<file path="src/fc_ram.sv">
`timescale 1ns/100ps
`default_nettype none

module fc_ram #(
    parameter int AW = 4,
    parameter int DW = 32
) (
    input  logic          clk,
    input  logic          we,
    input  logic [AW-1:0] waddr,
    input  logic [DW-1:0] wdata,
    input  logic          re,
    input  logic [AW-1:0] raddr,
    output logic [DW-1:0] rdata
);

    logic [DW-1:0] mem [2**AW];

    always_ff @(posedge clk) begin
        if (we) begin
            mem[waddr] <= wdata;
        end
    end

    // Registered read, old data on a same-address collision
    always_ff @(posedge clk) begin
        if (re) begin
            rdata <= mem[raddr];
        end
    end

endmodule

`default_nettype wire

</file>
<file path="config.mk">
export PLATFORM = sky130hd
export DESIGN_NAME = fc_ram
export DESIGN_NICKNAME = d
export VERILOG_FILES = /design/src/fc_ram.sv
export SDC_FILE = /design/constraint.sdc
export NUM_CORES = 1
export LEC_CHECK = 0
export ABC_AREA = 1
export BUFFER_PORTS_ARGS = -buffer_cell sky130_fd_sc_hd__buf_2
export CAP_MARGIN = 25
export CORE_AREA = 5 5 263 265
export CTS_BUF_LIST = sky130_fd_sc_hd__clkbuf_4
export DETAILED_ROUTE_END_ITERATION = 6
export DIE_AREA = 0 0 268 270
export MAX_ROUTING_LAYER = met4
export PLACE_DENSITY_LB_ADDON = 0.1
export SLEW_MARGIN = 20
export SYNTH_ARGS = -nofsm -noshare
export SYNTH_HDL_FRONTEND = slang
export SYNTH_SLANG_ARGS = --single-unit
</file>
<file path="constraint.sdc">
create_clock -name clk -period 2.5 [get_ports clk]
set_input_delay 0 -clock clk [delete_from_list [all_inputs] [get_ports clk]]
set_output_delay 0 -clock clk [all_outputs]
set_load 0.01 [all_outputs]
</file>
# Word level (Yosys, flattened, before mapping)

Memory sizes are Yosys's and may differ from the RTL's. A register that Yosys moved wholly into a read port is not among the register bits.
Index checks and enable logic that the tools add are counted.

Multiplexer cells: 2

Operators with widths:

| operator | number |
|---|---|
| $mux W1  | 2 |

Bits in registers: 0
Memory bits (writable): 512
Input bits: 43
Output and inout bits: 32
Logic and storage cells: 3
Memories: 1

Memories:

| name | words | width | read ports | clocked after Yosys merged registers in | write ports | RTL line | source |
|---|---|---|---|---|---|---|---|
| mem  | 16    | 32    | 1          | 1                                       | 1           | 17       | `logic [DW-1:0] mem [2**AW];` |

# Depth between registers and ports, before layout

Word-level depth: 2
Mapped depth: 10
Mapped depth without buffers: 7

# Worst setup path before layout

OpenSTA, ideal clock, no wires.

Path kind: input-to-reg
Start point: input waddr[2]
End point: memory mem[10][0], enable pin
Library setup time: 0.421 ns
Data arrival time: 1.572 ns
Required time: 2.079 ns
Slack: 0.507 ns
Cell stages on the path: 2
Path through: nand3b_1 -> nor2_1

RTL lines:

| what               | RTL line | source |
|---|---|---|
| start: declaration | 10       | `input logic [AW-1:0] waddr,` |
| end: declaration   | 17       |  |

No word-level cell before the write port.

==> results.tsv <==
stage	metric	value	unit
run_status	status	completed	
timing	fin crit period	2.32	ns
worst_setup_path	slowest stage cell on the critical path	dlygate4sd3_1	
clock_network	# H-tree levels	4	
synth	Mapped Cells	2120	
power	P_leak	11.6	nW
timing	skew final	0.0306	ns
min_path	HP Start	raddr[0]	
place	HPWL after DPL	30.5	mm
global_routing	vias in the first global route	15000	
worst_setup_path	CP max stage delay	0.58	ns
worst_setup_path	critical path startpoint	raddr[0]	
route	DRT Wirelength	61.5	mm
worst_setup_path	CP endpoint kind	flop	
global_routing	first-pass GRT wire length	93.2	mm
clock_network	Reg clk slew, reported paths	0.07	ns
worst_setup_path	WP buf/inv	7	
floorplan	Starting Density	34.6	%
power	peak supply drop	0.330	mV
timing	Hold Vio Cnt, Final	0	
synth	top cells by area, synth	edfxtp_1 71%, nand2_1 11%, nand3_1 8.4%	
global_routing	GR Overflow Total	0	
timing	Final setup violation count	0	
route	Vias	15300	
place	routability congestion estimate from global placement	0.738	
synth	Seq/Total Area, Yosys	70.9	%
worst_setup_path	reg-to-reg startpoint	mem[14][17]$_DFFE_PP_	
finish	cell area after layout	27300	sq um
timing	fmax	431	MHz
place	placed cell count	3007	
synth	cell area after synthesis	23100	sq um
job	Max Cap Viol	0	
synth	post-synth top area share	70.9	%
finish	Filler Cell Count	6513	
synth	Syn Nets	2163	
clock_network	clk sinks	544	
route	ANT nets after route	0	
synth	Synth cell types	14	
power	Pwr Density	726	nW/um^2
worst_setup_path	WP data arrival	3.01	ns
place	input/output buffers	74	
clock_network	Skew-Pair Late Insertion Delay	0.93	ns
timing	Slew HR	30.7	%
place	dpl cell area	24500	sq um
synth	Synthesis Warnings	0	
worst_setup_path	family with the most delay on the worst path	buffers and inverters	
finish	share of cells above drive strength 1	15.1	%
finish	commonest cells after routing, fill and taps aside	677 x nand2_1, 544 x edfxtp_1, 386 x inv_1	
route	Initial DRC Count	972	
synth	Mean Syn Cell Area	10.9	sq um
synth	flop and latch count out of synthesis	544	
worst_setup_path	worst-path fanout max	51	
clock_network	TritonCTS clock tree	built	
route	detailed-route wire length per cell	18.3	microns
global_routing	largest net degree at the start of global routing	129	
floorplan	core area	66600	sq um
global_routing	initial antenna violation count	1	
finish	area delta synth->final	18.5	%
worst_setup_path	Worst Setup Start Kind	input port	
floorplan	die area	72400	sq um
finish	fin nets	2415	
route	router iterations before antenna repair	5	
synth	area leader, netlist	edfxtp_1	
worst_setup_path	Critical Path RT	3.19	ns
route	DRC Markers	0	
clock_network	CTS Root Cell	clkbuf_4	
timing	Final period util	92.9	%
timing	RSZ-0062 raised after global routing	no	
worst_setup_path	critical path, cell by cell	dlygate4sd3_1, clkbuf_8, inv_8, buf_12, buf_4, nand2_1, nand3_1, nand3_1, dlygate4sd3_1, nand3_1, dlygate4sd3_1, nand2_1	
clock_network	worst-case clock buffer depth	3	
worst_setup_path	critical path class	input port to flop	
timing	Slew Viols, Final	0	
timing	Fin Setup TNS	0	ns
clock_network	Num CTS Buffers	151	
global_routing	GRT Total Usage	17.5	%
floorplan	num ports	75	
finish	fin cells	3360	
finish	most common cell after layout, fill and taps aside	nand2_1	
route	DR vias/cell	4.56	
floorplan	row cnt	95	
min_path	worst min path class	input port to flop	
floorplan	Die X	268	microns
floorplan	die height	270	microns
timing	Worst-Margin Slew	1.04	ns
clock_network	post-CTS setup buffer count	0	
[metrics by stage]
step,hold slack [ns],power (mW),worst slack (ns),utilization (%)
after floorplan,0.0989,11.2,0.507,-
after global placement,0.398,11.8,0.803,36.8
after detailed placement,0.401,11.8,0.786,36.8
after CTS,0.157,20.2,0.342,41.0
after global routing,0.257,20.9,0.148,41.0
final,0.317,19.8,0.177,41.0
[per-layer routing]
layer	share of wire (%)	track usage, %	wire length [microns]	vias up
met1	48	24.5	29600	7390
met3	5.0	4.15	3070	65
met5	0	-	0	-
li1	-	-	-	7489
met4	1.2	4.72	745	0
met2	46	25.8	28100	369
[synthesized netlist by cell type]
| master | number |
|---|---|
| nand2_1 | 677 |
| edfxtp_1 | 544 |
| inv_1 | 388 |
| nand3_1 | 385 |
| buf_2 | 41 |
| buf_6 | 29 |
| nor2_1 | 17 |
| buf_1 | 14 |
| clkbuf_1 | 14 |
| buf_4 | 6 |
| nand3b_1 | 2 |
| buf_12 | 1 |
| inv_2 | 1 |
| inv_4 | 1 |
[cell families (layout without fill, tap and decap cells)]
group                  count (synthesis)  count (layout)  share of synthesized area (%)
and+or+nand+nor                     1081            1081                           19.7
DFF                                  544             544                           70.9
buffers and inverters                495             857                           9.41
other                                  0               5                              0
[final cells by class]
cell class                      instances  area (sq um)  area share [%]
Sequential cell                       544         16300            59.8
Multi-Input combinational cell       1081          4670            17.1
Timing Repair Buffer                  204          1770            6.49
Clock buffer                          229          1720            6.30
Inverter                              390          1470            5.40
Tap cell                              873          1090            4.00
Clock inverter                         34           234           0.857
Antenna cell                            5          12.5          0.0458
[report_power, final]
part           switching, mW  internal [mW]  leakage, nW
registers             0.0556           10.3         4.94
clock network           3.61           4.55         1.17
logic                  0.903          0.428         5.51
total                   4.57           15.3         11.6
[worst register-to-register path: stages, from the launching register on]
cell           delay [ns]
edfxtp_1             0.36
inv_1                0.06
nand2_1              0.05
nand3_1              0.06
nand3_1              0.12
nand3_1              0.12
dlygate4sd3_1        0.56
nand2_1              0.05
dlygate4sd3_1        0.54
[what timing repair did]
action                                  CTS  global route
resized for setup                         0             0
endpoints found under the hold margin  1001             0
hold buffers                             85             0
[registers in the layout, indices dropped and copies added (netlist names)]
name   cells
mem      512
rdata     32
[worst paths after layout]
| kind | to | depth (start not counted) | slack, ns |
|---|---|---|---|
| worst max-delay path | rdata[11]$_DFFE_PP_ | 12 | 0.18 |
| worst min-delay path | rdata[12]$_DFFE_PP_ | 7 | 0.32 |
| worst max register to register | rdata[17]$_DFFE_PP_ | 8 | 0.33 |
| worst min register to register | rdata[30]$_DFFE_PP_ | 6 | 0.72 |
Note: power is estimated with default switching activity, not from simulation.
