$ cat src/fc_defines.svh
`ifndef FC_DEFINES_SVH
`define FC_DEFINES_SVH

// Network sizes, all multiples of the lane count
`define FC_N_IN      16
`define FC_N_HID     4
`define FC_N_OUT     4

// Word and lane geometry
`define FC_LANES     4
`define FC_WORD_W    32

// RAM address widths
`define FC_FEAT_AW   4
`define FC_PARAM_AW  6

// Datapath widths and requantization
`define FC_ACC_W     24
`define FC_SHIFT     6
`define FC_CLASS_W   2

// Feature RAM map, in words
`define FC_IN_BASE   0
`define FC_HID_BASE  8

// Parameter RAM map, in words
`define FC_W0_BASE   0
`define FC_B0_BASE   16
`define FC_W1_BASE   20
`define FC_B1_BASE   24

`endif

$ cat src/fc_pkg.sv
`default_nettype none
`include "fc_defines.svh"

package fc_pkg;

    // Sequencer states
    typedef enum logic [2:0] {
        IDLE,
        MAC,
        BIAS,
        STORE,
        DONE
    } fc_state_e;

    // Load port target RAM
    typedef enum logic {
        FEAT,
        PARAM
    } fc_mem_sel_e;

    // Four int8 lanes, lane 0 in the low byte
    typedef logic [`FC_LANES-1:0][7:0] fc_word_t;

    typedef logic signed [`FC_ACC_W-1:0] fc_acc_t;
    typedef logic signed [7:0]           fc_byte_t;
    typedef logic [`FC_CLASS_W-1:0]      fc_class_t;

endpackage

`default_nettype wire

$ cat src/fc_mac.sv
`timescale 1ns/100ps
`default_nettype none
`include "fc_defines.svh"

module fc_mac
    import fc_pkg::*;
(
    input  logic     clk,
    input  logic     rstn,
    input  logic     clear,
    input  logic     en,
    input  fc_word_t feat,
    input  fc_word_t weight,
    output fc_acc_t  acc
);

    logic signed [15:0] prod [`FC_LANES];
    logic signed [16:0] sum_lo;
    logic signed [16:0] sum_hi;
    logic signed [17:0] sum_all;

    // Lane products, both operands signed int8
    always_comb begin
        for (int i = 0; i < `FC_LANES; i++) begin
            prod[i] = fc_byte_t'(feat[i]) * fc_byte_t'(weight[i]);
        end
    end

    // Two-level adder tree
    assign sum_lo  = prod[0] + prod[1];
    assign sum_hi  = prod[2] + prod[3];
    assign sum_all = sum_lo + sum_hi;

    always_ff @(posedge clk or negedge rstn) begin
        if (!rstn) begin
            acc <= '0;
        end else if (clear) begin
            // First word of a neuron replaces the old sum
            acc <= en ? fc_acc_t'(sum_all) : '0;
        end else if (en) begin
            acc <= acc + sum_all;
        end
    end

endmodule

`default_nettype wire

$ cat config.mk
export PLATFORM = sky130hd
export DESIGN_NAME = fc_mac
export DESIGN_NICKNAME = d
export VERILOG_FILES = /design/src/fc_pkg.sv /design/src/fc_mac.sv
export VERILOG_INCLUDE_DIRS = /design/src
export SDC_FILE = /design/constraint.sdc
export NUM_CORES = 1
export LEC_CHECK = 0
export BUFFER_PORTS_ARGS = -buffer_cell sky130_fd_sc_hd__buf_2
export CORE_ASPECT_RATIO = 1.75
export CORE_MARGIN = 3
export CORE_UTILIZATION = 45
export CTS_BUF_LIST = sky130_fd_sc_hd__clkbuf_8
export DETAILED_ROUTE_END_ITERATION = 8
export PLACE_DENSITY = 0.7
export SLEW_MARGIN = 20
export SYNTH_ARGS = -nofsm -noshare
export SYNTH_HDL_FRONTEND = slang
export SYNTH_SLANG_ARGS = --single-unit
export TNS_END_PERCENT = 1
$ cat constraint.sdc
create_clock -name clk -period 3.3 [get_ports clk]
set_input_delay 0 -clock clk [delete_from_list [all_inputs] [get_ports clk]]
set_output_delay 0 -clock clk [all_outputs]
set_load 0.005 [all_outputs]
Word level (Yosys, flattened, before mapping)
Index checks and enable logic that the tools add are counted.
- bits of input ports: 68
- flip-flop bits (word level): 24
- $add $sub $neg: 4
- multipliers: 4
- multiplexer cells: 3
- reduce and logical (&&, ||, !) cells: 1
- operator list (cell ; number):
    $mux W24 ; 3
    $mul A8 B8 Y16 ; 4
    $add A16 B16 Y17 ; 2
    $add A24 B18 Y24 ; 1
    $add A17 B17 Y18 ; 1
    $reduce_bool A2 Y1 ; 1

Logic depth before layout (Yosys ltp)
- depth after elaboration: 6
- mapped depth: 34
- depth with buffers taken out: 34

Worst setup path after synthesis
No wires, ideal clock.
- path kind: input to register
- from: input feat[31] in the netlist's numbering
- to: register acc[23]
- cell stages on the path: 28
- buffers on the path: 0
- setup slack: -4.349 ns
- arrival time: 7.561 ns
- path through: and2_1 inv_1 fa_1 fa_1 inv_1 fa_1 fa_1 fa_1 fa_1 fa_1 inv_1 fa_1 inv_1 ha_1 o21a_1 o31ai_2 a211o_2 a31oi_4 a221oi_4 xnor2_1 ha_1 a21o_1 a21o_2 nand2_1 o21ai_2 o41ai_2 mux4_2 o211ai_1
- word-level cells in the longest chain between the ends: 6
- RTL lines (item ; line ; RTL):
    from (decl) ; fc_mac.sv:12 ; input fc_word_t feat,
    $mul A8 B8 Y16 (*) ; fc_mac.sv:25 ; prod[i] = fc_byte_t'(feat[i]) * fc_byte_t'(weight[i]);
    $add A16 B16 Y17 (*) ; fc_mac.sv:31 ; assign sum_hi = prod[2] + prod[3];
    $add A17 B17 Y18 (*) ; fc_mac.sv:32 ; assign sum_all = sum_lo + sum_hi;
    $add A24 B18 Y24 ; fc_mac.sv:41 ; acc <= acc + sum_all;
    $mux W24 ; fc_mac.sv:40 ; end else if (en) begin
    $mux W24 (*) ; fc_mac.sv:37 ; end else if (clear) begin
    to (signal assigned) ; fc_mac.sv:39 ; acc <= en ? fc_acc_t'(sum_all) : '0;
    to (signal assigned) ; fc_mac.sv:41 ;
    to (decl) ; fc_mac.sv:14 ; output fc_acc_t acc
Every way passes the cells marked *; elsewhere a longest branch is shown, timed or not. The select of a mux whose other input is x is not followed.
A chain may end at the register's enable or synchronous reset.

Worst setup path after layout
- from: input feat[22] in the netlist's numbering
- to: register acc[23]
The elaborated chain is that of the path after synthesis.

==> results.toml <==
[global_routing]
grt_pass1_vias = 11600
track_usage = 0.224
grt.overflow.total = 0
grt_pass1_wl_mm = 54.6
antenna_found_initial = 5
grt_max_degree = 34

[clock_tree]
cts_buffer_depth = 2
clock_sinks = 24
clkLatencyLatePin_ns = 0.28
cts-buffers-inserted = 3
cts-root-buf = "clkbuf_8"
cts_tree = "yes"
clk_pin_slew_ns = 0.08
htree_levels = 1

[floorplanning]
die_x_um = 135
initial_core_util = 0.457
io_pins = 92
row_count = 82
core-area_sq_mm = 0.0286
die_h_um = 232
dieArea_sq_mm = 0.0313

[worst_setup_path]
arrival_ns = 7.63
crit_end = "acc[23]"
r2r_setup_slack_ns = 0.41
worstRegToRegCells = 11
r2r_start = "acc[0]"
cpMaxStageDelayCell = "fa_1"
cp_common_cell = "fa_1"
r2r_end = "acc[14]"
crit_path_end_kind = "flop"
critical_path_class = "in -> reg"
cp_max_fo = 6
cpPeakStageDelay_ns = 0.57
start_kind = "input pin"
crit_required_ns = 3.49
cp-startpoint = "feat[22]"

[cells_and_area]
area_growth_pct = 21.0
fin_nets = 2140
fin_area_sq_mm = 0.0158
final_util = 0.553
drive_gt1_frac = 0.212
top_regs = "acc: 24 flops"
top_register = "acc"
largest_reg_flops = 24

[drt]
wl_mm = 33.2
drc = 0
wl_per_cell_um = 16.5
dr.pass1.iters = 5
drtIter0Drc = 341
vias = 10000
ant_nets = 0
vias_per_cell = 4.97

[hold_path]
hold_class = "in -> reg"

[synthesis]
synth_nets = 1871
netlist.area_leader.share = 0.488
yosysUniqueCellTypes = 54
yosys_warnings = 0
avgSynthCellArea_sq_um = 9.61
ys_seq_area_frac = 0.0459
synth_edf_count = 0
synth_area_leaders = "fa_1 (49%), ha_1 (12%), inv_1 (10%), and2_1 (6.7%), dfrtp_1 (4.6%)"
synth_cells = 1363
ys.flop_type = "dfrtp_1"
async_reset_ff_frac = 1.00
syn_area_sq_mm = 0.0131
ys_ff_latch = 24
yosys.area.top_type = "fa_1"

[place]
place.gp.congestion = 0.888
place_area_sq_mm = 0.0155
io_buffer_count = 91
hpwlAfterDp_mm = 30.7

[timing]
report.final.slew_viol_count = 0
hold_ws_ns = 0.134
period_share = 2.25
final_hold_viol_count = 0
relSlewSlack = 0.609
setup_viol = 22
fmax_mhz = 135
finalCriticalPeriod_ns = 7.43
worst_pin_slew_ns = 0.587
setup_ws_ns = -4.13
rsz0062_at_grt = "yes"
fin_skew_ns = 0.00456

[flow_run]
maxCapViolCount = 0

[status]
violations = "negative setup slack"
status = "complete, but fails checks"
==> stage by stage <==
step           TNS (ns)  setup WS, ns  instances
3_3_place_gp     -80.10         -4.37       2001
2_1_floorplan    -67.59         -3.91       1363
6_report         -72.58         -4.13       2014
5_1_grt          -79.22         -4.43       2013
3_5_place_dp     -82.60         -4.48       2001
4_1_cts          -72.90         -4.15       2007
==> repair_timing <==
| item | in CTS | in global routing |
|---|---|---|
| hold buffers | 1 | 0 |
| hold endpoints to repair | 24 | 0 |
| buffers inserted | 1 | 2 |
| endpoints found under the setup margin | 22 | 22 |
| gates resized for setup | 44 | 12 |
| pin swaps | 16 | 14 |
==> layer usage <==
metal	up-vias	global-route usage	wire length [um]
li1	4604	-	-
met5	-	0	13
met3	128	0.00825	624
met4	2	0.153	2770
met2	224	0.457	19900
met1	5058	0.204	9910
==> cell type report <==
cell class | count | area (sq um)
Multi-Input combinational cell | 963 | 11500
Clock buffer | 4 | 55.1
Sequential cell | 24 | 601
Inverter | 366 | 1370
Timing Repair Buffer | 274 | 1860
Antenna cell | 5 | 12.5
Tap cell | 378 | 473
Fill cell | 2488 | 12800
==> cells by family after synthesis <==
group,after synthesis,synth area share
xor+xnor,49,0.0328
simple gates,341,0.134
buf+inv,376,0.108
mux,5,0.00478
fa+ha+maj,440,0.603
compound gates,128,0.0716
flops,24,0.0459
==> cell usage in the layout (no fill, tap or decap), types with 3 or more instances in the layout <==
cell	count
a21o_2	3
nand2_1	120
ha_1	105
and2_1	135
o21ai_2	3
fa_1	314
inv_1	365
a41oi_2	3
nor2_1	32
clkbuf_8	4
a22o_1	7
and2_4	6
a21o_1	11
buf_2	83
ha_4	16
diode_2	5
o21ai_0	25
xnor2_1	33
o21ai_1	10
xor2_1	12
a21oi_2	3
fa_2	5
nor2b_1	10
a31oi_1	3
o21bai_1	5
buf_4	188
nor3_1	4
nand2b_1	19
dfrtp_1	24
mux2i_1	4
a21oi_1	20
o21a_1	10
==> worst min-delay path by stage <==
stage | start | to | slack, ns | depth (start not counted)
CTS | en | acc[13] | 0.13 | 2
detailed placement | rstn | acc[1] | 0.01 | 1
global placement | rstn | acc[2] | 0.006 | 1
floorplan | rstn | acc[0] | -0.30 | 0
global route | en | acc[13] | 0.16 | 2
finish | en | acc[13] | 0.13 | 2
==> critical path, delay by kind of cell <==
kind                       cells  cell delay [ns]
AOI/OAI and AO/OA              9             1.66
xor gates and xnor gates       1             0.20
adders and majority gates     10             4.67
buffers and inverters          6             0.49
muxes                          1             0.34
and+or+nand+nor                2             0.27
==> Yosys cell counts (3+ instances only) <==
master,number
inv_1,366
fa_1,319
and2_1,141
nand2_1,122
ha_1,121
xnor2_1,36
nor2_1,34
o21ai_0,33
a21oi_1,24
dfrtp_1,24
nand2b_1,19
xor2_1,13
a21o_1,11
nor2b_1,10
o21a_1,10
a22o_1,7
clkbuf_1,7
nor3_1,5
o21bai_1,5
a31oi_1,4
mux2i_1,4
o21ai_1,4
a21o_2,3
Power is not shown: default switching activity piles up to over one toggle a cycle in this logic, so the estimate is an artifact.
