`src/fc_defines.svh`:
```
`ifndef FC_DEFINES_SVH
`define FC_DEFINES_SVH

// Network sizes, all multiples of the lane count
`define FC_N_IN      16
`define FC_N_HID     4
`define FC_N_OUT     4

// Word and lane geometry
`define FC_LANES     4
`define FC_WORD_W    32

// RAM address widths
`define FC_FEAT_AW   4
`define FC_PARAM_AW  6

// Datapath widths and requantization
`define FC_ACC_W     24
`define FC_SHIFT     6
`define FC_CLASS_W   2

// Feature RAM map, in words
`define FC_IN_BASE   0
`define FC_HID_BASE  8

// Parameter RAM map, in words
`define FC_W0_BASE   0
`define FC_B0_BASE   16
`define FC_W1_BASE   20
`define FC_B1_BASE   24

`endif

```
`src/fc_pkg.sv`:
```
`default_nettype none
`include "fc_defines.svh"

package fc_pkg;

    // Sequencer states
    typedef enum logic [2:0] {
        IDLE,
        MAC,
        BIAS,
        STORE,
        DONE
    } fc_state_e;

    // Load port target RAM
    typedef enum logic {
        FEAT,
        PARAM
    } fc_mem_sel_e;

    // Four int8 lanes, lane 0 in the low byte
    typedef logic [`FC_LANES-1:0][7:0] fc_word_t;

    typedef logic signed [`FC_ACC_W-1:0] fc_acc_t;
    typedef logic signed [7:0]           fc_byte_t;
    typedef logic [`FC_CLASS_W-1:0]      fc_class_t;

endpackage

`default_nettype wire

```
`src/fc_argmax.sv`:
```
`timescale 1ns/100ps
`default_nettype none
`include "fc_defines.svh"

module fc_argmax
    import fc_pkg::*;
(
    input  logic      clk,
    input  logic      rstn,
    input  logic      max_clear,
    input  logic      score_en,
    input  fc_byte_t  score,
    input  fc_class_t score_idx,
    output fc_class_t class_id
);

    localparam fc_byte_t BYTE_MIN = 8'sh80;

    fc_byte_t  max_q;
    fc_class_t idx_q;
    logic      have_max_q;
    logic      take;
    fc_class_t best_idx;
    logic      last_score;

    // Strict compare, so a tie keeps the lower index
    assign take       = !have_max_q || (score > max_q);
    assign best_idx   = take ? score_idx : idx_q;
    assign last_score = score_idx == fc_class_t'(`FC_N_OUT - 1);

    always_ff @(posedge clk or negedge rstn) begin
        if (!rstn) begin
            max_q      <= BYTE_MIN;
            idx_q      <= '0;
            have_max_q <= 1'b0;
            class_id   <= '0;
        end else if (max_clear) begin
            max_q      <= BYTE_MIN;
            have_max_q <= 1'b0;
        end else if (score_en) begin
            if (take) begin
                max_q <= score;
                idx_q <= score_idx;
            end
            have_max_q <= 1'b1;
            // Result only moves once the last class is in
            if (last_score) begin
                class_id <= best_idx;
            end
        end
    end

endmodule

`default_nettype wire

```
`config.mk`:
```
export PLATFORM = sky130hd
export DESIGN_NAME = fc_argmax
export DESIGN_NICKNAME = d
export VERILOG_FILES = /design/src/fc_pkg.sv /design/src/fc_argmax.sv
export VERILOG_INCLUDE_DIRS = /design/src
export SDC_FILE = /design/constraint.sdc
export NUM_CORES = 1
export LEC_CHECK = 0
export BUFFER_PORTS_ARGS = -buffer_cell sky130_fd_sc_hd__buf_2
export CORE_MARGIN = 2
export CORE_UTILIZATION = 61
export CTS_BUF_LIST = sky130_fd_sc_hd__clkbuf_4
export DETAILED_ROUTE_END_ITERATION = 10
export GPL_TIMING_DRIVEN = 0
export HOLD_SLACK_MARGIN = 0.03
export PLACE_DENSITY = 0.86
export SETUP_SLACK_MARGIN = 0.02
export SLEW_MARGIN = 10
export SYNTH_ARGS = -nofsm -noshare
export SYNTH_HDL_FRONTEND = slang
export SYNTH_SLANG_ARGS = --single-unit
```
`constraint.sdc`:
```
create_clock -name clk -period 6.3 [get_ports clk]
set_clock_uncertainty 0.05 [all_clocks]
set_input_delay 1.575 -clock clk [delete_from_list [all_inputs] [get_ports clk]]
set_output_delay 1.575 -clock clk [all_outputs]
set_load 0.05 [all_outputs]
```
# Word level (Yosys, flattened, before mapping)
# Cells that the tools add are included.
# op_classes
reduce_logical	7
muxes	6
bitwise	1
eq_ne	1
magnitude_cmp	1
# ops
operator	n
$mux 8	3
$gt 8x8->1	1
$reduce_and 2->1	2
$reduce_bool 2->1	2
$reduce_and 3->1	1
$eq 2x2->1 const B	1
$mux 1	2
$mux 2	1
$logic_not 1->1	1
$logic_or 1x1->1	1
$not 1->1	1
# word_totals
inputBits	14
wordCells	20
reg_bits	13

# Longest topological paths before layout
# logic_depth
depth_word	5
mapped_depth	8

# Worst setup path after synthesis
# Ideal clock, no wire load.
# synth_timing
kind	input -> register
from	input port score[7]
to	register idx_q[0]
setup_slack_ns	3.068
stages	5
required_time_ns	6.122
setup_time_ns	0.128
arrival_ns	3.054
cell_sequence	ha_1 > nand4_1 > o311a_1 > o31ai_2 > mux2_1
# synth_between
elab_chain_len	3
# synth_rtl
item	line_no	text
start, declared	fc_argmax.sv:12	input fc_byte_t score,
$gt 8x8->1	fc_argmax.sv:27	assign take = !have_max_q || (score > max_q);
$logic_or 1x1->1	fc_argmax.sv:27	
$mux 2	n/a	
end signal, assigned	fc_argmax.sv:43	idx_q <= score_idx;
end, declared	fc_argmax.sv:20	fc_class_t idx_q;
# No other way between the ends.
# A chain may end at the register's enable or synchronous reset.

# Worst setup path after layout
# layout_timing
from	input port score[7]
to	register max_q[6]
# layout_between
elab_chain_len	4
# layout_rtl
item	line_no	text
$gt 8x8->1	fc_argmax.sv:27	
$logic_or 1x1->1	fc_argmax.sv:27	
$reduce_bool 2->1 (no line)	n/a	
$reduce_and 2->1 (no line)	n/a	
end signal, assigned	fc_argmax.sv:42	max_q <= score;
end, declared	fc_argmax.sv:19	fc_byte_t max_q;
# No other way between the ends.

==> results.toml <==
[run_status]
outcome = "completed"

[timing]
hold_viol_final = 0
setup_viol = 0
rsz0062_at_grt = "false"
worst_pin_slew_ns = 0.658
finalMaxSlewViolations = 0
slew_headroom_pct = 56.2
fin_crit_ns = 3.27
fmax_mhz = 305
setup_slack_ns = 3.03
period_share_pct = 52.0
fin_setup_tns_ns = 0

[power]
intPower_uw = 149
pwr-share-clk_pct = 25.2
cellPowerDensity_nw_per_um2 = 220
p_seq_share_pct = 43.5
power.total_uw = 227
ir_drop_mv = 0.161
p_comb_share_pct = 31.3
swShare_pct = 34.4
p_leak_nw = 0.464
p_switching_uw = 78.1

[logic_synthesis]
syn_nets = 119
synth_area_leader_cell = "dfrtp_1"
yosys_warnings = 0
ys_ff_latch = 13
yosysTopAreaCellShare_pct = 33.1
syn_area_per_cell_sq_um = 9.35
ys_seq_area_share_pct = 36.0
netlist_area_sq_um = 907
ys_top_cells_by_area = "dfrtp_1 33%, ha_1 11%, nand4b_1 6.8%, o221ai_1 6.8%, nand2_1 5.8%"
syn_inst = 97
yosysUniqueCellTypes = 29

[drt]
drcViolationCount = 0
drt_first_pass_iters = 4
drt-vias-per-instance = 6.53
wirelength_microns = 2070
wire_per_inst_microns = 15.8
vias = 856
postRouteAntennaNets = 0
initialDrtViolationCount = 17

[global_route]
grt_pass1_vias = 828
grt_max_degree = 14
antenna_found_initial = 0
grt_pass1_wl_microns = 3400
grt_overflow_total = 0
track_usage_pct = 24.8

[worst_setup_path]
cp_num_buf_inv = 2
path_delay_family = "compound AO/OA/AOI/OAI gates"
start_kind = "input port"
path_max_fanout = 7
max_stage_delay_ns = 0.52
worstSetupEndpointType = "register"
critPathSlowestCell = "a21oi_1"
cp.required_ns = 6.38
critPathKind = "input port to register"
critPathArrivalTime_ns = 3.36
path_cells = "buf_2 > ha_1 > nand4_1 > o21bai_1 > a21oi_1 > or2_1 > buf_2 > o221ai_1"
cp_common_cell = "buf_2"

[clocking]
htreeDepth = 1
clkTransAtPathRegs_ns = 0.08
cts-root-buf = "clkbuf_4"
clk_latency_ns = 0.28
cts_tree = "done"
cts-hold-fix-buffers = 0
clkSinkCount = 13
postCtsSetupRepairBufs = 0
postCtsResizedCells = 0
clock_path_buffers = 2
cts_made_buffers = 3

[finish]
fillers = 109
layout.cells.non_filler = 131
layout-area-overhead-vs-synth_pct = 13.7
num-nets-final = 139
mostFrequentLayoutCells = "16 x buf_2, 14 x nand2_1, 12 x dfrtp_1"
drive_above_1_share_pct = 23.3
final_common_cell = "buf_2"
diodes = 0

[job]
cap_violations = 0

[die]
fp-row-count = 13
die_h_microns = 42.6
io_pins = 16
die_x_microns = 42.6
die_area_sq_um = 1810
design.core.area_sq_um = 1350
initial_core_util_pct = 67.2

[placement]
hpwlAfterDp_microns = 1520
gp_congestion = 0.879
io_buffers = 15
pre_cts_slack_ns = 2.78
dp.cells = 127

[hold_path]
hold_class = "register to register"
-- synthesized netlist by cell type --
library cell / count
nor4_1: 2
dfrtp_1: 12
nand4_1: 1
clkdlybuf4s18_2: 1
o21bai_1: 2
ha_1: 8
nand2_1: 14
o31ai_2: 1
or2_2: 1
nor2_1: 4
o31ai_1: 1
or3_1: 6
nor2b_1: 2
clkdlybuf4s50_2: 1
clkbuf_1: 2
o21ai_0: 3
clkbuf_8: 1
o311a_1: 2
mux2_1: 2
nor3_2: 1
inv_1: 8
buf_2: 1
nand3_1: 1
or2_1: 1
o221ai_1: 7
a211o_1: 1
nand4b_1: 7
a21oi_1: 3
dfstp_2: 1
-- power groups by stage --
| stage | clock network, mW | registers [mW] | logic, mW |
|---|---|---|---|
| after floorplan | 0 | 0.109 | 0.0399 |
| after global placement | 0 | 0.0997 | 0.0685 |
| after detailed placement | 0 | 0.100 | 0.0702 |
| after CTS | 0.0571 | 0.0987 | 0.0706 |
| after global routing | 0.0596 | 0.100 | 0.0780 |
| final | 0.0572 | 0.0987 | 0.0709 |
-- cells by family (layout without fill, tap and decap cells) --
kind of cell               after synthesis  in the layout  synth area share, %
DFF                                     13             13                 36.0
AOI/OAI and AO/OA                       20             20                 17.1
adders and majority gates                8              8                 11.0
and+or+nand+nor                         40             40                 24.8
buffers and inverters                   14             33                 8.55
muxes                                    2              2                 2.48
-- final cells by class --
| type | count | area, sq um | share of cell area [%] |
|---|---|---|---|
| Timing Repair Buffer | 15 | 75.1 | 7.28 |
| Multi-Input combinational cell | 70 | 503 | 48.8 |
| Sequential cell | 13 | 327 | 31.7 |
| Tap cell | 15 | 18.8 | 1.82 |
| Buffer | 6 | 47.5 | 4.61 |
| Inverter | 8 | 30.0 | 2.91 |
| Clock buffer | 4 | 30.0 | 2.91 |
-- flip-flops by register name (all words and copies together), names as in the netlist --
name,flops
idx_q,2
class_id,2
max_q,8
have_max_q,1
-- per-stage QoR --
stage	hold WS (ns)	utilization, %	instance area [sq um]
after CTS	0.435	76.4	1030
after detailed placement	0.417	74.1	1000
final	0.432	76.4	1030
after floorplan	0.415	-	907
after global routing	0.471	76.4	1030
after global placement	0.409	74.1	1000
-- worst paths after layout --
path	end	cells past startpoint	slack (ns)	from
setup / recovery	max_q[6]	8	3.03	score[7]
max in group asynchronous	max_q[7]	1	4.80	rstn
hold / removal	class_id[1]	2	0.43	class_id[1]
setup reg to reg	max_q[6]	8	3.87	max_q[7]
min in group asynchronous	max_q[1]	1	1.12	rstn
hold reg to reg	class_id[1]	2	0.43	class_id[1]
-- routing by layer --
| layer | global-route usage (%) | routed length (microns) | part of all wire (%) |
|---|---|---|---|
| met1 | 31.7 | 863 | 42 |
| met2 | 42.5 | 973 | 47 |
| met3 | 3.02 | 177 | 8.6 |
| met4 | 8.75 | 53 | 2.6 |
| met5 | 0 | 0 | 0 |
-- worst reg2reg max path, stage by stage (launching register included) --
cell and delay, ns:
dfstp_2 0.53, inv_1 0.04, ha_1 0.32, nand4_1 0.12, o21bai_1 0.16, a21oi_1 0.52, or2_1 0.18, buf_2 0.19
o221ai_1 0.16
Power figures use the tool's default switching activity.
