`config.mk`:
```
export PLATFORM = sky130hd
export DESIGN_NAME = fc_requant
export DESIGN_NICKNAME = d
export VERILOG_FILES = /design/src/fc_pkg.sv /design/src/fc_requant.sv
export VERILOG_INCLUDE_DIRS = /design/src
export SDC_FILE = /design/constraint.sdc
export NUM_CORES = 1
export LEC_CHECK = 0
export CAP_MARGIN = 0
export CELL_PAD_IN_SITES_DETAIL_PLACEMENT = 0
export CELL_PAD_IN_SITES_GLOBAL_PLACEMENT = 1
export CORE_MARGIN = 2
export CORE_UTILIZATION = 30
export CTS_CLUSTER_DIAMETER = 100
export DETAILED_ROUTE_END_ITERATION = 10
export DONT_BUFFER_PORTS = 1
export GPL_TIMING_DRIVEN = 0
export PLACE_DENSITY_LB_ADDON = 0.1
export SYNTH_ARGS = -nofsm -noshare
export SYNTH_HDL_FRONTEND = slang
export SYNTH_SLANG_ARGS = --single-unit
```
`constraint.sdc`:
```
create_clock -name clk -period 1.1 [get_ports clk]
set_input_delay 0.33 -clock clk [delete_from_list [all_inputs] [get_ports clk]]
set_output_delay 0.33 -clock clk [all_outputs]
set_load 0.01 [all_outputs]
```
`src/fc_defines.svh`:
```
`ifndef FC_DEFINES_SVH
`define FC_DEFINES_SVH

// Network sizes, all multiples of the lane count
`define FC_N_IN      16
`define FC_N_HID     4
`define FC_N_OUT     4

// Word and lane geometry
`define FC_LANES     4
`define FC_WORD_W    32

// RAM address widths
`define FC_FEAT_AW   4
`define FC_PARAM_AW  6

// Datapath widths and requantization
`define FC_ACC_W     24
`define FC_SHIFT     6
`define FC_CLASS_W   2

// Feature RAM map, in words
`define FC_IN_BASE   0
`define FC_HID_BASE  8

// Parameter RAM map, in words
`define FC_W0_BASE   0
`define FC_B0_BASE   16
`define FC_W1_BASE   20
`define FC_B1_BASE   24

`endif

```
`src/fc_pkg.sv`:
```
`default_nettype none
`include "fc_defines.svh"

package fc_pkg;

    // Sequencer states
    typedef enum logic [2:0] {
        IDLE,
        MAC,
        BIAS,
        STORE,
        DONE
    } fc_state_e;

    // Load port target RAM
    typedef enum logic {
        FEAT,
        PARAM
    } fc_mem_sel_e;

    // Four int8 lanes, lane 0 in the low byte
    typedef logic [`FC_LANES-1:0][7:0] fc_word_t;

    typedef logic signed [`FC_ACC_W-1:0] fc_acc_t;
    typedef logic signed [7:0]           fc_byte_t;
    typedef logic [`FC_CLASS_W-1:0]      fc_class_t;

endpackage

`default_nettype wire

```
`src/fc_requant.sv`:
```
`timescale 1ns/100ps
`default_nettype none
`include "fc_defines.svh"

module fc_requant
    import fc_pkg::*;
(
    input  logic     clk,
    input  logic     rstn,
    input  logic     en,
    input  logic     relu,
    input  fc_acc_t  acc,
    input  fc_word_t bias,
    output fc_byte_t rq_byte
);

    logic signed [15:0]        bias16;
    logic signed [`FC_ACC_W:0] biased;
    logic signed [`FC_ACC_W:0] shifted;
    fc_byte_t                  sat;

    // Bias sits in the low half of its word
    assign bias16  = bias[1:0];
    assign biased  = acc + bias16;
    assign shifted = biased >>> `FC_SHIFT;

    always_comb begin
        if (shifted > 127) begin
            sat = 8'sd127;
        end else if (shifted < -128) begin
            sat = 8'sh80;
        end else begin
            sat = shifted[7:0];
        end
        // Hidden layer clamps negatives
        if (relu && sat[7]) begin
            sat = '0;
        end
    end

    always_ff @(posedge clk or negedge rstn) begin
        if (!rstn) begin
            rq_byte <= '0;
        end else if (en) begin
            rq_byte <= sat;
        end
    end

endmodule

`default_nettype wire

```
=== After elaboration in Yosys (flattened, before gate mapping) ===
Index checks and enable logic that the tools add are counted.
Widths: inputs -> output; s select.

* Output and inout bits: 8
* Logic and storage cells: 8
* Input bits: 60
* Bits in registers: 8

* Reduce and logical (&&, ||, !) cells: 1
* Add/subtract/negate cells: 1
* Mux-type cells: 3
* Magnitude comparators: 2

{| class="wikitable"
|+ Operators by type and width
! operator !! count
|-
| $add 24x16->25 || 1
|-
| $mux 8 || 3
|-
| $gt 19x8->1 const B || 1
|-
| $lt 19x8->1 const B || 1
|-
| $logic_and 1x1->1 || 1
|}

=== Longest topological paths before layout ===
Gate-level depths: netlist of the first run.

* Depth after elaboration: 6
* Mapped depth: 11
* Mapped depth without buffers: 10

=== Worst setup path after synthesis of the first run ===
Ideal clock, no wire load.

* Path kind: input to register
* Start: input port acc[15]
* End: register rq_byte[0]
* Data required time: 0.948 ns
* Path buffers: 1
* Data arrival time: 2.470 ns
* Stages on the path: 11
* Library setup time: 0.152 ns
* Setup slack: -1.522 ns
* Cell sequence: ha_1 -> buf_6 -> a21oi_4 -> o21ai_2 -> o22a_1 -> o21a_1 -> o31a_1 -> nor2_4 -> xnor2_2 -> o41ai_4 -> a22oi_1

* Cells in the longest elaborated chain, start to end: 6
* Elaborated cells between the ends (all ways): 7
* Classes of those cells: add/sub (1); order compare (2); mux (3); reduce/logical (1)

{| class="wikitable"
|+ Ends and longest elaborated chain
! what !! line !! text
|-
| start, declared || fc_requant.sv:12 || <nowiki>input fc_acc_t acc,</nowiki>
|-
| $add 24x16->25 * || fc_requant.sv:24 || <nowiki>assign biased = acc + bias16;</nowiki>
|-
| $lt 19x8->1 || fc_requant.sv:30 || <nowiki>end else if (shifted < -128) begin</nowiki>
|-
| $mux 8 || fc_requant.sv:30 ||
|-
| $mux 8 * || fc_requant.sv:28 || <nowiki>if (shifted > 127) begin</nowiki>
|-
| $logic_and 1x1->1 || fc_requant.sv:36 || <nowiki>if (relu && sat[7]) begin</nowiki>
|-
| $mux 8 * || fc_requant.sv:36 ||
|-
| end signal, assigned || fc_requant.sv:45 || <nowiki>rq_byte <= sat;</nowiki>
|-
| end, declared || fc_requant.sv:14 || <nowiki>output fc_byte_t rq_byte</nowiki>
|}

Mark *: on every way between the ends. The rest lies on a longest branch, timed or not.
A chain may end at the register's enable or synchronous reset.

=== Final worst setup path of the first run ===
* Start: input port acc[10]
* End: register rq_byte[6]

Same word-level chain as after synthesis.

==> results of run 1 <==
per-layer routing:
layer / vias up / GRT usage
met5: - / 0
met2: 33 / 0.308
met4: 0 / 0.0103
met1: 794 / 0.190
met3: 0 / 0.0182
li1: 852 / -
worst reg2reg max path: stages, from the launching register on:
cell and delay [ns]:
dfrtp_1 0.42, nand2_1 0.13, o31a_1 0.18, a22oi_2 0.06
cells by family after synthesis:
family                   Yosys count  share of synthesized area
AO/OA/AOI/OAI                     79                      0.356
AND/OR/NAND/NOR                   79                      0.253
adder cells (fa/ha/maj)           23                      0.170
XOR/XNOR                          12                     0.0666
buffers and inverters              9                     0.0303
flip-flops                         8                      0.118
multiplexers                       1                    0.00592
cell usage in the layout (no fill, tap or decap), types with 4 or more instances in the layout:
cell type	count
a211oi_1	4
a21o_1	4
a21oi_1	13
a21oi_4	5
a22oi_2	7
buf_4	12
dfrtp_1	8
ha_1	12
ha_4	10
nand2_1	21
nand4_1	6
nor2_1	12
nor3_1	6
nor3_2	4
o21a_1	6
o21ai_1	4
o21ai_2	4
xnor2_1	6
xor2_1	4
timing repair:
| action | CTS | global route |
|---|---|---|
| resized for setup | 25 | 8 |
| setup buffers | 10 | 3 |
| endpoints found under the hold margin | 8 | 0 |
| endpoints found under the setup margin | 8 | 8 |
| hold buffers | 1 | 0 |
| pin swaps | 24 | 21 |
power groups by stage:
stage          Sequential, mW  Clock, mW  Combinational (mW)
2_1_floorplan           0.413          0               0.870
3_3_place_gp            0.429          0                1.04
3_5_place_dp            0.430          0                1.06
4_1_cts                 0.426      0.344                1.23
5_1_grt                 0.429      0.361                1.39
6_report                0.425      0.339                1.26
layout make-up:
type                       instances  area (um2)  area share
sequential                         8         200      0.0893
clock buffer                       3        41.3      0.0184
inverter                           4        15.0     0.00670
timing repair buffer              14         115      0.0513
buffer                             4        27.5      0.0123
tap                               72        90.1      0.0402
multi-input combinational        194        1750       0.782
worst paths after layout:
kind	startpoint	endpoint	depth (start not counted)
hold / removal	en	rq_byte[7]$_DFFE_PN0P_	2
max in group asynchronous	rstn	rq_byte[5]$_DFFE_PN0P_	1
setup / recovery	acc[10]	rq_byte[6]$_DFFE_PN0P_	11
min in group asynchronous	rstn	rq_byte[6]$_DFFE_PN0P_	1
setup reg to reg	rq_byte[2]$_DFFE_PN0P_	rq_byte[2]$_DFFE_PN0P_	3
hold reg to reg	rq_byte[7]$_DFFE_PN0P_	rq_byte[7]$_DFFE_PN0P_	1
stage by stage:
step / power (mW) / hold slack [ns]
3_3_place_gp: 1.47 / 0.0346
2_1_floorplan: 1.28 / 0.0344
4_1_cts: 2.00 / 0.339
6_report: 2.02 / 0.316
5_1_grt: 2.19 / 0.343
3_5_place_dp: 1.49 / 0.0345
==> qor.txt, run 1 <==
status - complete, but fails checks
failing checks - negative setup slack
initial antenna violation count - 0
syn nets - 294
Area Growth Syn to Fin - 32.5%
Yosys warning total - 0
CP endpoint kind - flip-flop
Skew-Pair Late Insertion Delay - 0.22 ns
GRT Total Usage - 0.157
Die Area - 6260 um2
Fin. Hold Viols - 0
clock slew at reported path FFs - 0.04 ns
Non-Filler Instances - 299
fill cell count - 592
P_leak - 0.823 nW
Peak VDD IR - 0.000434 V
dpl cells - 283
pwr dens - 902 nW/um2
I/O pin count - 68
share of flip-flops with an asynchronous set or reset - 1.00
synthesized area - 1690 um2
post-route minimum period - 2.51 ns
ANT cells - 0
PnR worst setup slack - -1.41 ns
r2r setup slk - 0.20 ns
most frequent cells after synthesis - nand2_1, ha_1, a21oi_1, nor2_1, nor3_1
Rows - 27
Top reg by flops - rq_byte
hold crit path type - input port to flip-flop
final wirelength - 4.89 mm
Largest register FFs - 8
Seq pwr share - 0.210
Synth area leader - ha_1
worst slack, placed - -1.91 ns
die height - 79.1 um
total gr overflow - 0
Vias - 1679
Comb pwr share - 0.623
Clock power frac - 0.168
share of Yosys cell area claimed by the top area cell type - 0.170
layout cells sized above 1 - 0.348
Area contributors post-synth - ha_1, dfrtp_1, nand2_1
Max-slew headroom - 0.647
largest net degree at the start of global routing - 11
Final Slew Violations - 0
Int Pwr - 1.17 mW
Final Setup Violations - 8
input/output buffers - 0
post-route DRC violation count - 0
Iteration-0 DRC Markers - 33
top sig layer - met3
Vias/cell - 5.62
Post-synth top flop - dfrtp_1
most frequent CP cell - nand4_1
Buf/Inv on CP - 1
first-pass iteration count of the detailed router - 4
WL met3 - 159 um
synthesized area per cell - 8.02 um2
Max Cap Viol - 0
slowest cell on the critical path - nor4_2
met2 routed WL - 2.60 mm
CP max stage delay - 0.35 ns
gpl congestion - 0.763
Sink Count - 8
Die Wd - 79.1 um
crit share post-route - 2.28
sw frac - 0.422
Max Fclk - 398 MHz
Final Util - 0.410
DP Area - 1930 um2
first-pass GRT wire length - 8.02 mm
CTS root buf - clkbuf_8
CTS tree - built
Final ANT Viol Nets - 0
Synth cell types - 59
TritonCTS Buffers - 3
Core ar. - 5470 um2
RSZ-0062 raised after global routing - true
WL met1 - 2.13 mm
EDFF count, synth - 0
maximum clock path buffer count - 2
vias in the first global route - 1723
worst-path cell chain - ha_4 -> nand4_1 -> or2_1 -> o22a_2 -> and2_4 -> a211oi_2 -> nand4_1 -> nor4_2 -> a41oi_2 -> buf_6 -> a22oi_2
Crit Path Category - input port to flip-flop
sequential area share after synthesis - 0.118
CP Launch Type - input port
clock skew - 0 ns
Largest regs - rq_byte x8
#FFs+latches synth - 8
most numerous cell in the Yosys netlist - nand2_1
Critical Path RT - 1.24 ns
TNS Setup - -10.92 ns
Crit path max-delay family - simple AND/OR/NAND/NOR gates
actual slew at the worst max-slew pin - 0.528 ns
Worst EP arrival - 2.65 ns
fin area - 2240 um2
H-tree depth - 1
Mapped Cells - 211
dpl hpwl - 3.94 mm
CP Max Fanout - 7
initial core utilization - 0.309
P_sw - 0.855 mW
Final nets - 312
WL per Instance - 16.4 um
Power figures use the tool's default switching activity.
==> run 2: changes to the inputs <==
--- a/config.mk
+++ b/config.mk
@@ -6,6 +6,7 @@
 export SDC_FILE = /design/constraint.sdc
 export NUM_CORES = 1
 export LEC_CHECK = 0
+export BUFFER_PORTS_ARGS = -buffer_cell sky130_fd_sc_hd__buf_2
 export CAP_MARGIN = 0
 export CELL_PAD_IN_SITES_DETAIL_PLACEMENT = 0
 export CELL_PAD_IN_SITES_GLOBAL_PLACEMENT = 1
@@ -13,9 +14,9 @@
 export CORE_UTILIZATION = 30
 export CTS_CLUSTER_DIAMETER = 100
 export DETAILED_ROUTE_END_ITERATION = 10
-export DONT_BUFFER_PORTS = 1
 export GPL_TIMING_DRIVEN = 0
 export PLACE_DENSITY_LB_ADDON = 0.1
+export SETUP_SLACK_MARGIN = 0.3
 export SYNTH_ARGS = -nofsm -noshare
 export SYNTH_HDL_FRONTEND = slang
 export SYNTH_SLANG_ARGS = --single-unit
==> run 2 against run 1 <==
Effect of this change: the flow still finishes with violations (negative setup slack); via count increased by 12%; clock power is essentially flat; register-to-register slack worse by 0.09 ns; highest routed layer is now met4.
==> qor.txt, run 2 (synthesized netlist as in run 1, its figures left out) <==
worst slack, placed - -2.03 ns (-0.120 ns)
Final Setup Violations - 8 (unchanged)
Non-Filler Instances - 364 (+22%)
dpl cells - 334 (+18%)
Skew-Pair Late Insertion Delay - 0.22 ns (about the same)
Top reg by flops - rq_byte
Max Cap Viol - 0 (unchanged)
initial core utilization - 0.309 (unchanged)
Critical Path RT - 1.24 ns (about the same)
TritonCTS Buffers - 3 (unchanged)
Largest register FFs - 8 (unchanged)
dpl hpwl - 3.94 mm (-0.11%)
ANT cells - 0 (unchanged)
CTS tree - built
gpl congestion - 0.741 (-2.9%)
final wirelength - 5.11 mm (+4.4%)
RSZ-0062 raised after global routing - true
CP Launch Type - input port
fin area - 2750 um2 (+23%)
Worst EP arrival - 2.78 ns (+0.13 ns)
clock skew - 0 ns (unchanged)
post-route DRC violation count - 0 (unchanged)
first-pass iteration count of the detailed router - 4 (unchanged)
total design power - 2.39 mW (+18%)
hold crit path type - input port to flip-flop
CP endpoint kind - flip-flop
R2R depth - 4 (+1)
Max-slew headroom - 0.646 (-0.00139)
Vias/cell - 5.16 (-8.0%)
H-tree depth - 1 (unchanged)
Crit Path Category - input port to flip-flop
Final ANT Viol Nets - 0 (unchanged)
Final nets - 377 (+21%)
Vias - 1880 (+12%)
vias in the first global route - 1810 (+5.0%)
Final Slew Violations - 0 (unchanged)
layout cells sized above 1 - 0.541 (+0.193)
GRT Total Usage - 0.162 (+0.00426)
CP Max Fanout - 7 (unchanged)
Hold Path Depth - 3 (+1)
first-pass GRT wire length - 8.26 mm (+3.0%)
PnR worst setup slack - -1.54 ns (-0.125 ns)
Rows - 27 (unchanged)
maximum clock path buffer count - 2 (unchanged)
crit share post-route - 2.40 (+0.114)
largest net degree at the start of global routing - 11 (unchanged)
WL per Instance - 14.0 um (-14%)
Largest regs - rq_byte x8
I/O pin count - 68 (unchanged)
most frequent cells in the layout - buf_2, buf_4, nand2_1
total gr overflow - 0 (unchanged)
input/output buffers - 51 (+51)
failing checks - negative setup slack
pwr dens - 868 nW/um2 (-3.8%)
die height - 79.1 um (unchanged)
minimum hold slack - 0.429 ns (+0.113 ns)
Iteration-0 DRC Markers - 25 (-24%)
clock slew at reported path FFs - 0.04 ns (about the same)
Fin. Hold Viols - 0 (unchanged)
Peak VDD IR - 0.000484 V (+11%)
Area Growth Syn to Fin - 62.6%
TNS Setup - -11.87 ns (-0.950 ns)
most common cell after layout, fill and taps aside - buf_2
actual slew at the worst max-slew pin - 0.530 ns (+0.00208 ns)
Core ar. - 5470 um2 (unchanged)
status - complete, but fails checks
DP Area - 2190 um2 (+13%)
post-route minimum period - 2.64 ns (+0.125 ns)
CTS root buf - clkbuf_8
Die Wd - 79.1 um (unchanged)
Max Fclk - 379 MHz (-4.7%)
Die Area - 6260 um2 (unchanged)
Sink Count - 8 (unchanged)
P_leak - 1.13 nW (+37%)
Final Util - 0.503 (+0.0930)
initial antenna violation count - 0 (unchanged)
[run 2: critical path, stage by stage]
cell	delay (ns)
buf_2	0.10
ha_1	0.27
o21a_1	0.21
o21ai_2	0.21
nor4_4	0.07
nor4_2	0.31
nor3_2	0.10
mux2i_2	0.17
buf_4	0.14
buf_4	0.13
nor4_4	0.23
a41oi_2	0.15
buf_6	0.17
a22oi_2	0.17
[run 2: path summary, 6_finish.rpt]
check | from | to | slack [ns]
worst max-delay path | acc[2] | rq_byte[0]$_DFFE_PN0P_ | -1.54
worst min-delay path | relu | rq_byte[7]$_DFFE_PN0P_ | 0.43
worst max register to register | rq_byte[2]$_DFFE_PN0P_ | rq_byte[2]$_DFFE_PN0P_ | 0.11
worst min register to register | rq_byte[7]$_DFFE_PN0P_ | rq_byte[7]$_DFFE_PN0P_ | 0.49
max in group asynchronous | rstn | rq_byte[5]$_DFFE_PN0P_ | 0.44
min in group asynchronous | rstn | rq_byte[7]$_DFFE_PN0P_ | 0.49
[run 2: report_power, final]
group / leakage [nW] / switching [mW] / total, mW / internal [mW]
Combinational: 1.01 / 0.849 / 1.67 / 0.817
Sequential: 0.0980 / 0.0324 / 0.382 / 0.350
Clock: 0.0216 / 0.103 / 0.339 / 0.236
Total: 1.13 / 0.984 / 2.39 / 1.40
[run 2: metal layers]
| layer | GRT usage | part of all wire |
|---|---|---|
| met5 | 0 | 0 |
| met4 | 0.0259 | 0.0033 |
| met3 | 0.0125 | 0.019 |
| met2 | 0.298 | 0.51 |
| met1 | 0.208 | 0.46 |
[run 2: cell type report]
cell class / instances / area [um2]
Sequential cell: 8 / 200
Buffer: 5 / 42.5
Tap cell: 72 / 90.1
Inverter: 4 / 15.0
Multi-Input combinational cell: 194 / 1870
Fill cell: 562 / 2720
Clock buffer: 3 / 41.3
Timing Repair Buffer: 78 / 497
[run 2: what timing repair did]
item,4_1_cts,5_1_grt
buffers inserted,12,14
pin swaps,23,23
resized for setup,26,34
cloned,0,0
endpoints found under the setup margin,16,16
endpoints found under the hold margin,8,0
hold buffers,1,0
==> run 3: changes to the inputs <==
--- a/config.mk
+++ b/config.mk
@@ -16,6 +16,7 @@
 export DETAILED_ROUTE_END_ITERATION = 10
 export GPL_TIMING_DRIVEN = 0
 export PLACE_DENSITY_LB_ADDON = 0.1
+export RECOVER_POWER = 25
 export SETUP_SLACK_MARGIN = 0.3
 export SYNTH_ARGS = -nofsm -noshare
 export SYNTH_HDL_FRONTEND = slang
==> run 3 against run 2 <==
Effect of this change: the run still ends with negative setup slack left; clock skew stayed put; sequential share of layout area hardly changed; largest cell class unchanged; sequential cell count stayed put; non-clock buffer count stayed put; maximum frequency hardly changed; critical endpoint unchanged; routed wire length hardly changed; core utilization hardly changed.
==> qor.txt, run 3 (synthesized netlist as in run 1, its figures left out) <==
Clock power frac - 0.142 (about the same)
Crit Path Category - input port to flip-flop
Final nets - 377 (unchanged)
Seq pwr share - 0.160 (about the same)
H-tree depth - 1 (unchanged)
RSZ-0062 raised after global routing - true
Final ANT Viol Nets - 0 (unchanged)
Iteration-0 DRC Markers - 25 (unchanged)
sw frac - 0.412 (about the same)
failing checks - negative setup slack
Worst EP arrival - 2.78 ns (about the same)
Top reg by flops - rq_byte
R2R depth - 4 (unchanged)
Area Growth Syn to Fin - 62.6% (about the same)
P_sw - 0.984 mW (about the same)
Hold Path Depth - 3 (unchanged)
most common cell after layout, fill and taps aside - buf_2
Vias - 1880 (unchanged)
dpl hpwl - 3.94 mm (unchanged)
RR Startpoint - rq_byte[2]$_DFFE_PN0P_
Largest regs - rq_byte x8
first-pass GRT wire length - 8.26 mm (unchanged)
WL per Instance - 14.0 um (about the same)
clock slew at reported path FFs - 0.04 ns (about the same)
Die Area - 6260 um2 (unchanged)
Final Util - 0.503 (about the same)
Max Fclk - 379 MHz (about the same)
sink of the worst hold path - rq_byte[7]$_DFFE_PN0P_
r2r setup slk - 0.11 ns (about the same)
hold crit path type - input port to flip-flop
Final Slew Violations - 0 (unchanged)
CP Max Fanout - 7 (unchanged)
die height - 79.1 um (unchanged)
maximum clock path buffer count - 2 (unchanged)
Fin. Hold Viols - 0 (unchanged)
Final Setup Violations - 8 (unchanged)
Non-Filler Instances - 364 (unchanged)
Die Wd - 79.1 um (unchanged)
Critical Path RT - 1.24 ns (about the same)
initial antenna violation count - 0 (unchanged)
CTS tree - built
largest net degree at the start of global routing - 11 (unchanged)
input/output buffers - 51 (unchanged)
actual slew at the worst max-slew pin - 0.530 ns (unchanged)
Vias/cell - 5.16 (unchanged)
initial core utilization - 0.309 (unchanged)
first-pass iteration count of the detailed router - 4 (unchanged)
gpl congestion - 0.741 (unchanged)
most frequent cells in the layout - buf_2, buf_4, nand2_1
TritonCTS Buffers - 3 (unchanged)
Comb pwr share - 0.698 (about the same)
pwr dens - 868 nW/um2 (about the same)
final wirelength - 5.11 mm (about the same)
status - complete, but fails checks
post-route minimum period - 2.64 ns (-0.0000600 ns)
worst r2r dst - rq_byte[2]$_DFFE_PN0P_
Max-slew headroom - 0.646 (unchanged)
post-route DRC violation count - 0 (unchanged)
CTS root buf - clkbuf_8
TNS Setup - -11.87 ns (+0.000100 ns)
CP endpoint kind - flip-flop
Rows - 27 (unchanged)
P_leak - 1.12 nW (-0.25%)
minimum hold slack - 0.429 ns (unchanged)
Sink Count - 8 (unchanged)
Largest register FFs - 8 (unchanged)
PnR worst setup slack - -1.54 ns (+0.0000600 ns)
dpl cells - 334 (unchanged)
Skew-Pair Late Insertion Delay - 0.22 ns (about the same)
CP Launch Type - input port
total gr overflow - 0 (unchanged)
vias in the first global route - 1810 (unchanged)
Int Pwr - 1.40 mW (about the same)
Core ar. - 5470 um2 (unchanged)
I/O pin count - 68 (unchanged)
fill cell count - 563 (+0.18%)
GRT Total Usage - 0.162 (unchanged)
ANT cells - 0 (unchanged)
clock skew - 0 ns (unchanged)
Max Cap Viol - 0 (unchanged)
layout cells sized above 1 - 0.538 (-0.00342)
crit share post-route - 2.40 (about the same)
hold path start - relu
Peak VDD IR - 0.000484 V (about the same)
-- run 3: cell types whose count changed in the layout (fill, tap and decap cells not counted), sizes merged --
cell    before  now
clkbuf       4    5
buf         81   80
-- run 3: area by class of cell --
cell class              instances  area, um2  share of cell area
clock buffers                   3       41.3              0.0150
plain buffers                   5       42.5              0.0155
multi-input cells             194       1870               0.678
well taps                      72       90.1              0.0328
repair buffers                 78        495               0.180
flip-flops and latches          8        200              0.0728
inverters                       4       15.0             0.00546
-- run 3: worst max path at each step --
stage / from / endpoint / slack [ns] / cells after the start
2_1_floorplan: bias[5] / rq_byte[0]$_DFFE_PN0P_ / -1.44 / 10
3_3_place_gp: acc[5] / rq_byte[1]$_DFFE_PN0P_ / -2.07 / 11
3_5_place_dp: acc[5] / rq_byte[0]$_DFFE_PN0P_ / -2.03 / 11
4_1_cts: bias[15] / rq_byte[0]$_DFFE_PN0P_ / -1.53 / 13
5_1_grt: bias[1] / rq_byte[2]$_DFFE_PN0P_ / -1.66 / 12
6_report: acc[2] / rq_byte[0]$_DFFE_PN0P_ / -1.54 / 14
-- run 3: per-stage QoR --
stage               worst slack, ns  total power, mW  cell area [um2]
detailed placement            -2.03             1.63             2190
global placement              -2.07             1.62             2190
floorplan                     -1.44             1.28             1840
global route                  -1.66             2.59             2750
CTS                           -1.53             2.20             2460
finish                        -1.54             2.39             2750
-- run 3: worst max-delay path, cell delays in order --
cell and delay (ns):
buf_2 0.10, ha_1 0.27, o21a_1 0.21, o21ai_2 0.21, nor4_4 0.07, nor4_2 0.31, nor3_2 0.10, mux2i_2 0.17
buf_4 0.14, buf_4 0.13, nor4_4 0.23, a41oi_2 0.15, buf_6 0.17, a22oi_2 0.17
-- run 3: per-layer routing --
metal | up-vias | track usage | wire [um] | share of wire
met2 | 31 | 0.298 | 2620 | 0.51
met4 | 0 | 0.0259 | 17 | 0.0033
met5 | - | 0 | 0 | 0
met1 | 871 | 0.208 | 2370 | 0.46
li1 | 976 | - | - | -
met3 | 2 | 0.0125 | 95 | 0.019
-- run 3: power groups by stage --
stage | clock [mW] | combinational, mW | sequential, mW
global route | 0.387 | 1.81 | 0.387
floorplan | 0 | 0.870 | 0.413
global placement | 0 | 1.23 | 0.391
CTS | 0.355 | 1.46 | 0.381
finish | 0.339 | 1.67 | 0.382
detailed placement | 0 | 1.24 | 0.392
-- run 3: what timing repair did --
action | 4_1_cts | 5_1_grt
setup endpoints to repair | 16 | 16
pin swaps | 23 | 23
hold buffers | 1 | 0
gates cloned | 0 | 0
hold endpoints to repair | 8 | 0
setup buffers | 12 | 14
resized for setup | 26 | 34
